<file path="config.mk">
export PLATFORM = sky130hd
export DESIGN_NAME = axis2axi_top
export DESIGN_NICKNAME = d
export VERILOG_FILES = /design/src/logic/axis2axi_pkg.sv /design/src/logic/axis2axi_top.sv /design/src/logic/axis2axi_in.sv /design/src/logic/axis2axi_fifo.sv /design/src/logic/axis2axi_ram_2p.sv
export SDC_FILE = /design/constraint.sdc
export NUM_CORES = 1
export LEC_CHECK = 0
export ABC_AREA = 1
export BUFFER_PORTS_ARGS = -buffer_cell sky130_fd_sc_hd__buf_4
export CORE_ASPECT_RATIO = 1.2
export CORE_MARGIN = 2
export CORE_UTILIZATION = 23
export CTS_BUF_LIST = sky130_fd_sc_hd__clkbuf_4 sky130_fd_sc_hd__clkbuf_8
export CTS_CLUSTER_DIAMETER = 200
export CTS_CLUSTER_SIZE = 10
export DETAILED_ROUTE_END_ITERATION = 6
export GPL_TIMING_DRIVEN = 0
export PLACE_DENSITY = 0.39
export SYNTH_ARGS = -nofsm -noshare
export SYNTH_HDL_FRONTEND = slang
export SYNTH_SLANG_ARGS = --single-unit
export TNS_END_PERCENT = 100
</file>
<file path="constraint.sdc">
create_clock -name clk_i -period 4.5 [get_ports clk_i]
set_clock_uncertainty 0.2 [all_clocks]
set_input_delay 0.225 -clock clk_i [delete_from_list [all_inputs] [get_ports clk_i]]
set_output_delay 0.225 -clock clk_i [all_outputs]
set_load 0.02 [all_outputs]
</file>
<file path="src/logic/axis2axi_pkg.sv">
`default_nettype none

package axis2axi_pkg;

   // AXI widths, only 4-byte beats are supported
   localparam int unsigned ADDR_W = 32;
   localparam int unsigned DATA_W = 32;
   localparam int unsigned LEN_W  = 8;

   // Byte address
   typedef logic [ADDR_W-1:0] addr_t;

   // One stream or AXI data word
   typedef logic [DATA_W-1:0] data_t;

   // AXI length field, beats minus one
   typedef logic [LEN_W-1:0] len_t;

   // Write address request
   typedef struct packed {
      addr_t addr;
      len_t  len;
   } aw_t;

   // One write beat
   typedef struct packed {
      data_t data;
      logic  last;
   } w_t;

   // Write engine states
   typedef enum logic [1:0] {
      WAIT_DATA   = 2'd0,
      START_BURST = 2'd1,
      TRANSFER    = 2'd2,
      WAIT_BRESP  = 2'd3
   } engine_state_e;

endpackage

`default_nettype wire
</file>
<file path="src/logic/axis2axi_top.sv">
`timescale 1ns/1ns
`default_nettype none

module axis2axi_top import axis2axi_pkg::*; #(
   parameter int unsigned BURST_W = 4
) (
   input  wire   clk_i,
   input  wire   rst_n_i,

   // Configuration
   input  addr_t cfg_addr_i,
   input  wire   cfg_valid_i,
   output logic  cfg_ready_o,

   // Stream input
   input  data_t s_data_i,
   input  wire   s_valid_i,
   output logic  s_ready_o,

   // AXI write master
   output aw_t   m_aw_o,
   output logic  m_awvalid_o,
   input  wire   m_awready_i,
   output w_t    m_w_o,
   output logic  m_wvalid_o,
   input  wire   m_wready_i,
   input  wire   m_bvalid_i
);

   // Buffer holds two bursts
   localparam int unsigned BUF_W = BURST_W + 1;

   logic             fifo_full;
   logic             fifo_empty;
   logic [BUF_W:0]   fifo_level;
   data_t            fifo_data;
   logic             fifo_r_en;
   logic             fifo_w_en;

   logic             mem_w_en;
   logic [BUF_W-1:0] mem_w_addr;
   data_t            mem_w_data;
   logic             mem_r_en;
   logic [BUF_W-1:0] mem_r_addr;
   data_t            mem_r_data;

   assign s_ready_o = !fifo_full;
   assign fifo_w_en = s_valid_i && s_ready_o;

   axis2axi_in #(
      .BURST_W (BURST_W)
   ) u_in (
      .clk_i        (clk_i),
      .rst_n_i      (rst_n_i),
      .cfg_addr_i   (cfg_addr_i),
      .cfg_valid_i  (cfg_valid_i),
      .cfg_ready_o  (cfg_ready_o),
      .s_valid_i    (s_valid_i),
      .fifo_level_i (fifo_level),
      .fifo_empty_i (fifo_empty),
      .fifo_data_i  (fifo_data),
      .fifo_r_en_o  (fifo_r_en),
      .m_aw_o       (m_aw_o),
      .m_awvalid_o  (m_awvalid_o),
      .m_awready_i  (m_awready_i),
      .m_w_o        (m_w_o),
      .m_wvalid_o   (m_wvalid_o),
      .m_wready_i   (m_wready_i),
      .m_bvalid_i   (m_bvalid_i)
   );

   axis2axi_fifo #(
      .BUF_W (BUF_W)
   ) u_fifo (
      .clk_i        (clk_i),
      .rst_n_i      (rst_n_i),
      .w_en_i       (fifo_w_en),
      .w_data_i     (s_data_i),
      .w_full_o     (fifo_full),
      .r_en_i       (fifo_r_en),
      .r_data_o     (fifo_data),
      .r_empty_o    (fifo_empty),
      .level_o      (fifo_level),
      .mem_w_en_o   (mem_w_en),
      .mem_w_addr_o (mem_w_addr),
      .mem_w_data_o (mem_w_data),
      .mem_r_en_o   (mem_r_en),
      .mem_r_addr_o (mem_r_addr),
      .mem_r_data_i (mem_r_data)
   );

   axis2axi_ram_2p #(
      .BUF_W (BUF_W)
   ) u_ram (
      .clk_i    (clk_i),
      .w_en_i   (mem_w_en),
      .w_addr_i (mem_w_addr),
      .w_data_i (mem_w_data),
      .r_en_i   (mem_r_en),
      .r_addr_i (mem_r_addr),
      .r_data_o (mem_r_data)
   );

endmodule

`default_nettype wire

</file>
<file path="src/logic/axis2axi_in.sv">
`timescale 1ns/1ns
`default_nettype none

module axis2axi_in import axis2axi_pkg::*; #(
   parameter int unsigned BURST_W = 4
) (
   input  wire                clk_i,
   input  wire                rst_n_i,

   // Configuration
   input  addr_t              cfg_addr_i,
   input  wire                cfg_valid_i,
   output logic               cfg_ready_o,

   // Stream activity, used for tail flush
   input  wire                s_valid_i,

   // FIFO
   input  wire  [BURST_W+1:0] fifo_level_i,
   input  wire                fifo_empty_i,
   input  data_t              fifo_data_i,
   output logic               fifo_r_en_o,

   // AXI write address
   output aw_t                m_aw_o,
   output logic               m_awvalid_o,
   input  wire                m_awready_i,

   // AXI write data
   output w_t                 m_w_o,
   output logic               m_wvalid_o,
   input  wire                m_wready_i,

   // AXI write response
   input  wire                m_bvalid_i
);

   localparam int unsigned BURST_SIZE = 2 ** BURST_W;

   engine_state_e state_q;
   engine_state_e state_d;

   addr_t              addr_q;
   len_t               len_q;
   len_t               beat_cnt_q;

   logic               full_burst;
   logic               tail_burst;
   logic               start_burst;
   logic [BURST_W:0]   raw_size;
   logic [12:0]        words_left;
   logic [BURST_W:0]   burst_size;
   logic [BURST_W:0]   burst_len;
   logic               beat;
   logic               beat_last;

   // Burst start conditions
   assign full_burst  = (fifo_level_i >= BURST_SIZE);
   assign tail_burst  = (fifo_level_i != '0) && !full_burst && !s_valid_i;
   assign start_burst = (full_burst || tail_burst) && (state_q == WAIT_DATA);

   // Size before the boundary cut
   always_comb begin
      if (full_burst) begin
         raw_size = (BURST_W+1)'(BURST_SIZE);
      end else begin
         raw_size = fifo_level_i[BURST_W:0];
      end
   end

   // Words left up to the next 4 KiB page
   assign words_left = (13'h1000 - {1'b0, addr_q[11:0]}) >> 2;

   always_comb begin
      burst_size = raw_size;
      if (raw_size > words_left) begin
         burst_size = words_left[BURST_W:0];
      end
   end

   assign burst_len = burst_size - 1'b1;

   // Beat handshake
   assign beat      = m_wvalid_o && m_wready_i;
   assign beat_last = (beat_cnt_q == len_q);

   // First read on the start decision, then one per accepted beat
   assign fifo_r_en_o = start_burst || (beat && !beat_last);

   // Outputs decoded from state
   assign m_awvalid_o = (state_q == START_BURST);
   assign m_wvalid_o  = (state_q == TRANSFER);
   assign cfg_ready_o = fifo_empty_i && (state_q == WAIT_DATA);

   assign m_aw_o.addr = addr_q;
   assign m_aw_o.len  = len_q;
   assign m_w_o.data  = fifo_data_i;
   assign m_w_o.last  = beat_last;

   // Next state
   always_comb begin
      state_d = state_q;
      case (state_q)
         WAIT_DATA: begin
            if (start_burst) begin
               state_d = START_BURST;
            end
         end
         START_BURST: begin
            if (m_awready_i) begin
               state_d = TRANSFER;
            end
         end
         TRANSFER: begin
            if (beat && beat_last) begin
               state_d = WAIT_BRESP;
            end
         end
         WAIT_BRESP: begin
            if (m_bvalid_i) begin
               state_d = WAIT_DATA;
            end
         end
         default: begin
            state_d = WAIT_DATA;
         end
      endcase
   end

   always_ff @(posedge clk_i) begin
      if (!rst_n_i) begin
         state_q <= WAIT_DATA;
      end else begin
         state_q <= state_d;
      end
   end

   // Burst length latched with the start decision
   always_ff @(posedge clk_i) begin
      if (start_burst) begin
         len_q <= len_t'(burst_len);
      end
   end

   // Beat counter, cleared while idle
   always_ff @(posedge clk_i) begin
      if (!rst_n_i) begin
         beat_cnt_q <= '0;
      end else if (state_q == WAIT_DATA) begin
         beat_cnt_q <= '0;
      end else if (beat) begin
         beat_cnt_q <= beat_cnt_q + 1'b1;
      end
   end

   // Address from configuration or advanced by the finished burst
   always_ff @(posedge clk_i) begin
      if (!rst_n_i) begin
         addr_q <= '0;
      end else if (cfg_valid_i && cfg_ready_o) begin
         addr_q <= cfg_addr_i;
      end else if ((state_q == WAIT_BRESP) && m_bvalid_i) begin
         addr_q <= addr_q + ((addr_t'(len_q) + addr_t'(1)) << 2);
      end
   end

endmodule

`default_nettype wire

</file>
<file path="src/logic/axis2axi_fifo.sv">
`timescale 1ns/1ns
`default_nettype none

module axis2axi_fifo import axis2axi_pkg::*; #(
   parameter int unsigned BUF_W = 5
) (
   input  wire              clk_i,
   input  wire              rst_n_i,

   // Write side
   input  wire              w_en_i,
   input  data_t            w_data_i,
   output logic             w_full_o,

   // Read side
   input  wire              r_en_i,
   output data_t            r_data_o,
   output logic             r_empty_o,

   // Words currently stored
   output logic [BUF_W:0]   level_o,

   // External memory port
   output logic             mem_w_en_o,
   output logic [BUF_W-1:0] mem_w_addr_o,
   output data_t            mem_w_data_o,
   output logic             mem_r_en_o,
   output logic [BUF_W-1:0] mem_r_addr_o,
   input  data_t            mem_r_data_i
);

   localparam logic [BUF_W:0] DEPTH = 1 << BUF_W;

   logic [BUF_W-1:0] w_ptr_q;
   logic [BUF_W-1:0] r_ptr_q;
   logic [BUF_W:0]   level_q;
   logic             wr_ok;
   logic             rd_ok;

   // Flags straight from the level
   assign w_full_o  = (level_q == DEPTH);
   assign r_empty_o = (level_q == '0);
   assign level_o   = level_q;

   // Drop writes when full and reads when empty
   assign wr_ok = w_en_i && !w_full_o;
   assign rd_ok = r_en_i && !r_empty_o;

   // Memory port
   assign mem_w_en_o   = wr_ok;
   assign mem_w_addr_o = w_ptr_q;
   assign mem_w_data_o = w_data_i;
   assign mem_r_en_o   = rd_ok;
   assign mem_r_addr_o = r_ptr_q;

   // RAM output is already registered
   assign r_data_o = mem_r_data_i;

   // Write pointer
   always_ff @(posedge clk_i) begin
      if (!rst_n_i) begin
         w_ptr_q <= '0;
      end else if (wr_ok) begin
         w_ptr_q <= w_ptr_q + 1'b1;
      end
   end

   // Read pointer
   always_ff @(posedge clk_i) begin
      if (!rst_n_i) begin
         r_ptr_q <= '0;
      end else if (rd_ok) begin
         r_ptr_q <= r_ptr_q + 1'b1;
      end
   end

   // Level moves by one at most per cycle
   always_ff @(posedge clk_i) begin
      if (!rst_n_i) begin
         level_q <= '0;
      end else begin
         case ({wr_ok, rd_ok})
            2'b10: begin
               level_q <= level_q + 1'b1;
            end
            2'b01: begin
               level_q <= level_q - 1'b1;
            end
            default: begin
               level_q <= level_q;
            end
         endcase
      end
   end

endmodule

`default_nettype wire

</file>
<file path="src/logic/axis2axi_ram_2p.sv">
`timescale 1ns/1ns
`default_nettype none

module axis2axi_ram_2p import axis2axi_pkg::*; #(
   parameter int unsigned BUF_W = 5
) (
   input  wire              clk_i,
   input  wire              w_en_i,
   input  wire  [BUF_W-1:0] w_addr_i,
   input  data_t            w_data_i,
   input  wire              r_en_i,
   input  wire  [BUF_W-1:0] r_addr_i,
   output data_t            r_data_o
);

   localparam int unsigned DEPTH = 2 ** BUF_W;

   data_t mem [DEPTH];

   always_ff @(posedge clk_i) begin
      if (w_en_i) begin
         mem[w_addr_i] <= w_data_i;
      end
      // Read data holds until the next read enable
      if (r_en_i) begin
         r_data_o <= mem[r_addr_i];
      end
   end

endmodule

`default_nettype wire

</file>
==> results.json, run 1 <==
{
  "vias_per_cell": 4.75,
  "grt_pass1_wl_microns": 254000,
  "dr.pass1.iters": 6,
  "grt_max_degree": 36,
  "wirelength_microns": 183000,
  "nFillCells": 20200,
  "crit_required_ns": 5.10,
  "cp_cell_sequence": "nand3_1 > xor2_1 > inv_1 > ha_1 > nand3_1 > nand2_1 > nand3_1 > nand2_1 > nand2_1 > inv_1 > nand2_1 > nand2_1 > nand3_1 > nand2_1 > dlygate4sd3_1 > a21oi_1 > dlygate4sd3_1",
  "drive_gt1_share_pct": 12.9,
  "worst_ir_drop_vdd_uv": 340,
  "cts_sinks": 1119,
  "hold_viol_final": 0,
  "criticalPathCategory": "register to register",
  "path_buf_inv": 4,
  "leakagePower_nw": 17.8,
  "synth-compound-area-share_pct": 11.9,
  "insertion_delay_ns": 0.91,
  "hold_path_class": "input port to register",
  "crit_top_cell": "nand2_1",
  "fin_crit_ns": 4.07,
  "clk_pin_slew_worst_paths_ns": 0.10,
  "root_buffer": "clkbuf_8",
  "fin_tns_setup_ns": 0,
  "synth_area_leader_cell": "edfxtp_1",
  "r2r_end": "u_in.addr_q[28]$_SDFFE_PN0P_",
  "place_inst": 6424,
  "dp_hpwl_microns": 122000,
  "synthSimpleGateAreaFrac_pct": 10.4,
  "min_period_over_period_pct": 90.4,
  "layout_commonest_cell": "edfxtp_1",
  "critical_path.slowest_cell": "dlygate4sd3_1",
  "cp_max_fo": 7,
  "status": "finished clean",
  "slew_headroom_pct": 20.9,
  "drc": 0,
  "syn_area_sq_um": 45300,
  "cpLargestDelayFamily": "simple AND/OR/NAND/NOR gates",
  "utilization_pct": 28.0,
  "htree_levels": 3,
  "grt_setup_unrepaired": "false",
  "synth-seq-cells": 1119,
  "synth_top_area_share_pct": 70.4,
  "initial_core_util_pct": 23.1,
  "ys_types": 45,
  "die_h_microns": 490,
  "setup-violations-final": 0,
  "num_rows": 178,
  "multi_input_area_sq_um": 10900,
  "hold_depth": 6,
  "overflow": 0,
  "core_sq_um": 196000,
  "seq_area_sq_um": 33000,
  "antenna_found_initial": 17,
  "min_from": "rst_n_i",
  "fmax_mhz": 246,
  "io_pins": 148,
  "synth_xor_area_share_pct": 0.310,
  "synth_top_family_by_area": "compound AO/OA/AOI/OAI gates",
  "whs_endpoint": "u_fifo.level_o[2]$_SDFFE_PN0P_",
  "end_kind": "register",
  "post_drt_wl_per_cell_microns": 27.0,
  "final_cell_mix": "edfxtp_1, nor2_1, o21ai_0, nand2_1, dlygate4sd3_1",
  "grt_pass1_vias": 32100,
  "clk_path_buf_depth": 3,
  "synth_warnings": 0,
  "powerDensity_nw_per_um2": 498,
  "cp.arrival_ns": 4.67,
  "drt_iter0_drc": 3268,
  "maxCapViolations": 0,
  "place_congestion": 0.842,
  "postSynthCellCount": 3617,
  "synth_mux_area_share_pct": 0,
  "tightest_slew_ns": 1.19,
  "maxSlewViolCount": 0,
  "final_nets": 4209,
  "ant_nets": 0,
  "cpPeakStageDelay_ns": 0.59,
  "area_growth_syn_to_layout_pct": 20.9,
  "yosys.area_share.adder_pct": 0.862,
  "cts_tree": "yes",
  "startpoint_type": "register",
  "worst_r2r_startpoint": "u_in.len_q[2]$_DFFE_PN_",
  "port_buffers": 144,
  "syn_avg_cell_area_sq_um": 12.5,
  "die_area_sq_um": 200000,
  "instances_no_fill": 6780,
  "worstRegToRegCells": 17,
  "grt.total_usage_pct": 17.8,
  "yosysSeqAreaShare_pct": 73.0,
  "synth.area.top_cells": "edfxtp_1, o21ai_0, nor2_1, dfxtp_1, nand2_1",
  "ff2ff_setup_slack_ns": 0.43,
  "numCtsBuffers": 121,
  "die_width_microns": 409,
  "vias": 32200
}
state kept, by name, summed over array words and instances (netlist names):
register and flops:
u_fifo.level_o 6, u_fifo.mem_r_addr_o 5, u_fifo.mem_w_addr_o 5, u_in.addr_q 32, u_in.beat_cnt_q 8, u_in.len_q 5
u_in.state_q 2, u_ram.mem 1024, u_ram.r_data_o 32
cell families (layout without fill, tap and decap cells):
kind of cell	after synthesis	count (layout)
buf+inv	372	921
simple gates	1140	1140
compound gates	939	939
fa+ha+maj	30	30
flops	1119	1119
other cells	1	5
xor+xnor	16	16
routing by layer:
metal,global-route usage (%),up-vias,wire [microns]
li1,-,14300,-
met1,23.6,16600,79100
met2,30.3,1068,89200
met3,2.32,221,10100
met4,5.38,6,4950
met5,0,-,34
Yosys cell counts (all sizes together):
library cell and count:
nor3 13, nor3b 3, o221ai 99, nor2 615, or2 4, clkbuf 124
fa 2, a21o 1, and3 1, a211oi 1, nand2 306, a31oi 10
o22ai 160, nand3b 8, xnor2 5, nand4 52, clkinv 1, edfxtp 1061
o21ai 584, nand3 138, inv 139, conb 1, o21a 2, o21bai 3
xor2 11, ha 28, buf 108, o211ai 32, dfxtp 58, a21oi 47
what timing repair did:
action,in CTS,in global routing
hold buffers,171,0
endpoints found under the setup margin,5,2
hold endpoints to repair,1101,0
resized for setup,2,3
setup buffers,0,0
pin swaps,0,0
power by group:
part / internal [mW] / total, mW / switching, mW
clock: 2.94 / 6.84 / 3.90
combinational: 2.31 / 8.29 / 5.98
sequential: 11.9 / 12.1 / 0.251
cell type report:
| cell class | instances | share of cell area (%) |
|---|---|---|
| clock inverter | 7 | 0.183 |
| sequential | 1119 | 60.3 |
| multi-input combinational | 2128 | 19.9 |
| buffer | 232 | 1.99 |
| timing repair buffer | 366 | 6.88 |
| antenna | 2 | 0.00914 |
| clock buffer | 176 | 3.80 |
| inverter | 140 | 0.990 |
| tap | 2610 | 5.97 |
worst reg2reg max path, stage by stage (launching register included):
cell,delay [ns]
edfxtp_1,0.55
nand3_1,0.19
xor2_1,0.16
inv_1,0.06
ha_1,0.35
nand3_1,0.09
nand2_1,0.19
nand3_1,0.10
nand2_1,0.27
nand2_1,0.24
inv_1,0.12
nand2_1,0.05
nand2_1,0.05
nand3_1,0.06
nand2_1,0.08
dlygate4sd3_1,0.55
a21oi_1,0.06
dlygate4sd3_1,0.59
through the flow:
| stage | total power, mW | setup WS [ns] | instance area, sq um | hold slack (ns) |
|---|---|---|---|---|
| final | 27.3 | 0.432 | 54700 | 0.144 |
| after global routing | 28.5 | 0.130 | 54700 | 0.133 |
| after CTS | 27.5 | 0.0234 | 54700 | 0.0580 |
| after detailed placement | 20.4 | -0.391 | 50800 | 0.250 |
| after global placement | 20.3 | -3.27 | 49600 | 0.245 |
| after floorplan | 16.4 | 0.641 | 45300 | 0.124 |
worst max-delay path by stage:
stage | to | startpoint | slack [ns] | cells past startpoint
2_1_floorplan | u_ram.mem[31][0]$_DFFE_PP_ | u_fifo.level_o[1]$_SDFFE_PN0P_ | 0.64 | 6
5_1_grt | u_fifo.level_o[5]$_SDFFE_PN0P_ | u_in.state_q[1]$_SDFFE_PN0P_ | 0.13 | 20
6_report | u_in.addr_q[28]$_SDFFE_PN0P_ | u_in.len_q[2]$_DFFE_PN_ | 0.43 | 17
3_5_place_dp | u_fifo.level_o[5]$_SDFFE_PN0P_ | u_in.state_q[1]$_SDFFE_PN0P_ | -0.39 | 20
4_1_cts | u_fifo.level_o[5]$_SDFFE_PN0P_ | u_in.state_q[1]$_SDFFE_PN0P_ | 0.02 | 20
3_3_place_gp | u_ram.mem[31][13]$_DFFE_PP_ | u_fifo.level_o[0]$_SDFFE_PN0P_ | -3.27 | 6
Note: power is estimated with default switching activity, not from simulation.
==> inputs of run 2 (changes only) <==
--- a/config.mk
+++ b/config.mk
@@ -7,6 +7,8 @@
 export LEC_CHECK = 0
 export ABC_AREA = 1
 export BUFFER_PORTS_ARGS = -buffer_cell sky130_fd_sc_hd__buf_4
+export CELL_PAD_IN_SITES_DETAIL_PLACEMENT = 1
+export CELL_PAD_IN_SITES_GLOBAL_PLACEMENT = 1
 export CORE_ASPECT_RATIO = 1.2
 export CORE_MARGIN = 2
 export CORE_UTILIZATION = 23
@@ -15,7 +17,7 @@
 export CTS_CLUSTER_SIZE = 10
 export DETAILED_ROUTE_END_ITERATION = 6
 export GPL_TIMING_DRIVEN = 0
-export PLACE_DENSITY = 0.39
+export PLACE_DENSITY = 0.44
 export SYNTH_ARGS = -nofsm -noshare
 export SYNTH_HDL_FRONTEND = slang
 export SYNTH_SLANG_ARGS = --single-unit
==> run 2 against run 1 <==
  * Non-clock buffer count shrank 36
  * Clock power is essentially flat
  * Sequential share of layout area grew 0.28 points
  * Utilization shrank 0.13 points
  * Largest cell class unchanged
  * Largest power group unchanged
==> results.json, run 2 (synthesized netlist as in run 1, its figures left out) <==
{
  "status": "finished clean",
  "path_buf_inv": 2,
  "design_area_sq_um": 54500,
  "cts_tree": "yes",
  "drive_gt1_share_pct": 13.2,
  "largest_register_ffs": 1024,
  "ant_nets": 0,
  "die_h_microns": 490,
  "post-place-ws_ns": -0.263,
  "worst_r2r_startpoint": "u_fifo.level_o[1]$_SDFFE_PN0P_",
  "r2r_end": "u_fifo.level_o[5]$_SDFFE_PN0P_",
  "fmax_mhz": 250,
  "hold_depth": 5,
  "reg_top3": "u_ram.mem: 1024 flops, u_in.addr_q: 32 flops, u_ram.r_data_o: 32 flops",
  "setup-violations-final": 0,
  "worstRegToRegCells": 20,
  "drt_iter0_drc": 2489,
  "grt_setup_unrepaired": "false",
  "numCtsBuffers": 121,
  "startpoint_type": "register",
  "hold_viol_final": 0,
  "area_growth_syn_to_layout_pct": 20.4,
  "top_register": "u_ram.mem",
  "critical_path.slowest_cell": "ha_1",
  "root_buffer": "clkbuf_8",
  "tightest_slew_ns": 1.35,
  "final_cell_mix": "edfxtp_1, nor2_1, o21ai_0, nand2_1, buf_4",
  "core_sq_um": 196000,
  "post_drt_wl_per_cell_microns": 28.5,
  "setup_ws_ns": 0.492,
  "end_kind": "register",
  "grt_pass1_vias": 33000,
  "initial_core_util_pct": 23.1,
  "antenna_found_initial": 28,
  "cp_max_fo": 35,
  "crit_top_cell": "nand2_1",
  "fin_crit_ns": 4.01,
  "worst_ir_drop_vdd_uv": 300,
  "place_congestion": 0.799,
  "leakagePower_nw": 17.7,
  "overflow": 0,
  "grt_pass1_wl_microns": 265000,
  "drc": 0,
  "criticalPathCategory": "register to register",
  "whs_endpoint": "u_in.addr_q[22]$_SDFFE_PN0P_",
  "layout_commonest_cell": "edfxtp_1",
  "cp.arrival_ns": 4.62,
  "io_pins": 148,
  "htree_levels": 3,
  "cpPeakStageDelay_ns": 0.38,
  "wirelength_microns": 193000,
  "cp_cell_sequence": "inv_1 > nand4_2 > a21oi_1 > nor2_2 > o21bai_2 > nand2_1 > clkinv_8 > ha_1 > ha_1 > a21oi_1 > nand2_1 > nand2_1 > nand2_1 > a21oi_1 > nor2_1 > nor2_1 > nand2_1 > nand2_1 > nand2_1 > nor2_1",
  "grt_max_degree": 36,
  "cts_sinks": 1119,
  "cpLargestDelayFamily": "simple AND/OR/NAND/NOR gates",
  "die_area_sq_um": 200000,
  "min_from": "cfg_addr_i[22]",
  "grt.total_usage_pct": 18.8,
  "num_rows": 178,
  "slew_headroom_pct": 9.90,
  "min_period_over_period_pct": 89.1,
  "port_buffers": 144,
  "clk_path_buf_depth": 3,
  "vias": 32000,
  "vias_per_cell": 4.74,
  "dr.pass1.iters": 5,
  "maxCapViolations": 0,
  "powerDensity_nw_per_um2": 502,
  "dp_hpwl_microns": 130000,
  "ff2ff_setup_slack_ns": 0.49,
  "crit_required_ns": 5.12,
  "hold_path_class": "input port to register",
  "clk_pin_slew_worst_paths_ns": 0.09,
  "maxSlewViolCount": 0,
  "final_nets": 4173,
  "die_width_microns": 409,
  "place_area_sq_um": 50900,
  "insertion_delay_ns": 0.90
}
-- run 2: how the worst max path moves through the flow --
stage                                         startpoint                        endpoint  slack [ns]  depth (start not counted)
after global routing             u_in.len_q[0]$_DFFE_PN_  u_fifo.level_o[5]$_SDFFE_PN0P_        0.06                         21
after global placement    u_fifo.level_o[1]$_SDFFE_PN0P_     u_ram.mem[31][13]$_DFFE_PP_       -3.67                          6
after detailed placement    u_in.state_q[0]$_SDFFE_PN0P_  u_fifo.level_o[5]$_SDFFE_PN0P_       -0.26                         20
after CTS                   u_in.state_q[0]$_SDFFE_PN0P_  u_fifo.level_o[5]$_SDFFE_PN0P_        0.05                         20
final                     u_fifo.level_o[1]$_SDFFE_PN0P_  u_fifo.level_o[5]$_SDFFE_PN0P_        0.49                         20
after floorplan           u_fifo.level_o[1]$_SDFFE_PN0P_      u_ram.mem[31][0]$_DFFE_PP_        0.64                          6
-- run 2: final cells by class --
class,instances,area [sq um]
fill,21500,141000
clock inverter,5,61.3
clock buffer,182,2140
buffer,232,1090
tap,2610,3270
sequential,1119,33000
antenna,11,27.5
inverter,140,541
multi-input combinational,2128,10900
timing repair buffer,330,3480
-- run 2: what timing repair did --
action / 4_1_cts / 5_1_grt
resized for setup: 1 / 5
setup endpoints to repair: 2 / 2
endpoints found under the hold margin: 1122 / 0
setup buffers: 0 / 0
hold buffers: 130 / 0
-- run 2: metrics by stage --
stage | setup TNS, ns | hold WS, ns | total power, mW | util (%) | instances
2_1_floorplan | 0 | 0.124 | 16.4 | - | 3619
3_3_place_gp | -1468.79 | 0.244 | 20.6 | 25.3 | 6373
3_5_place_dp | -0.354 | 0.248 | 20.6 | 26.0 | 6429
4_1_cts | 0 | 0.000175 | 27.7 | 27.8 | 6746
5_1_grt | 0 | 0.112 | 28.6 | 27.8 | 6748
6_report | 0 | 0.119 | 27.4 | 27.8 | 6757
-- run 2: tightest hold or removal path: cells and delay by family --
| family | cells | cell delay, ns |
|---|---|---|
| buffers and inverters | 2 | 0.64 |
| AND/OR/NAND/NOR | 2 | 0.17 |
| AO/OA/AOI/OAI | 1 | 0.12 |
-- run 2: routing by layer --
metal	global-route usage, %	routed length, microns
met4	6.59	6560
met1	24.4	83800
met2	31.7	92800
met3	2.79	9740
met5	0	21
-- run 2: where the power goes --
group          switching (mW)  internal (mW)
clock                    3.88           2.99
sequential              0.245           11.9
combinational            6.18           2.20
total                    10.3           17.1
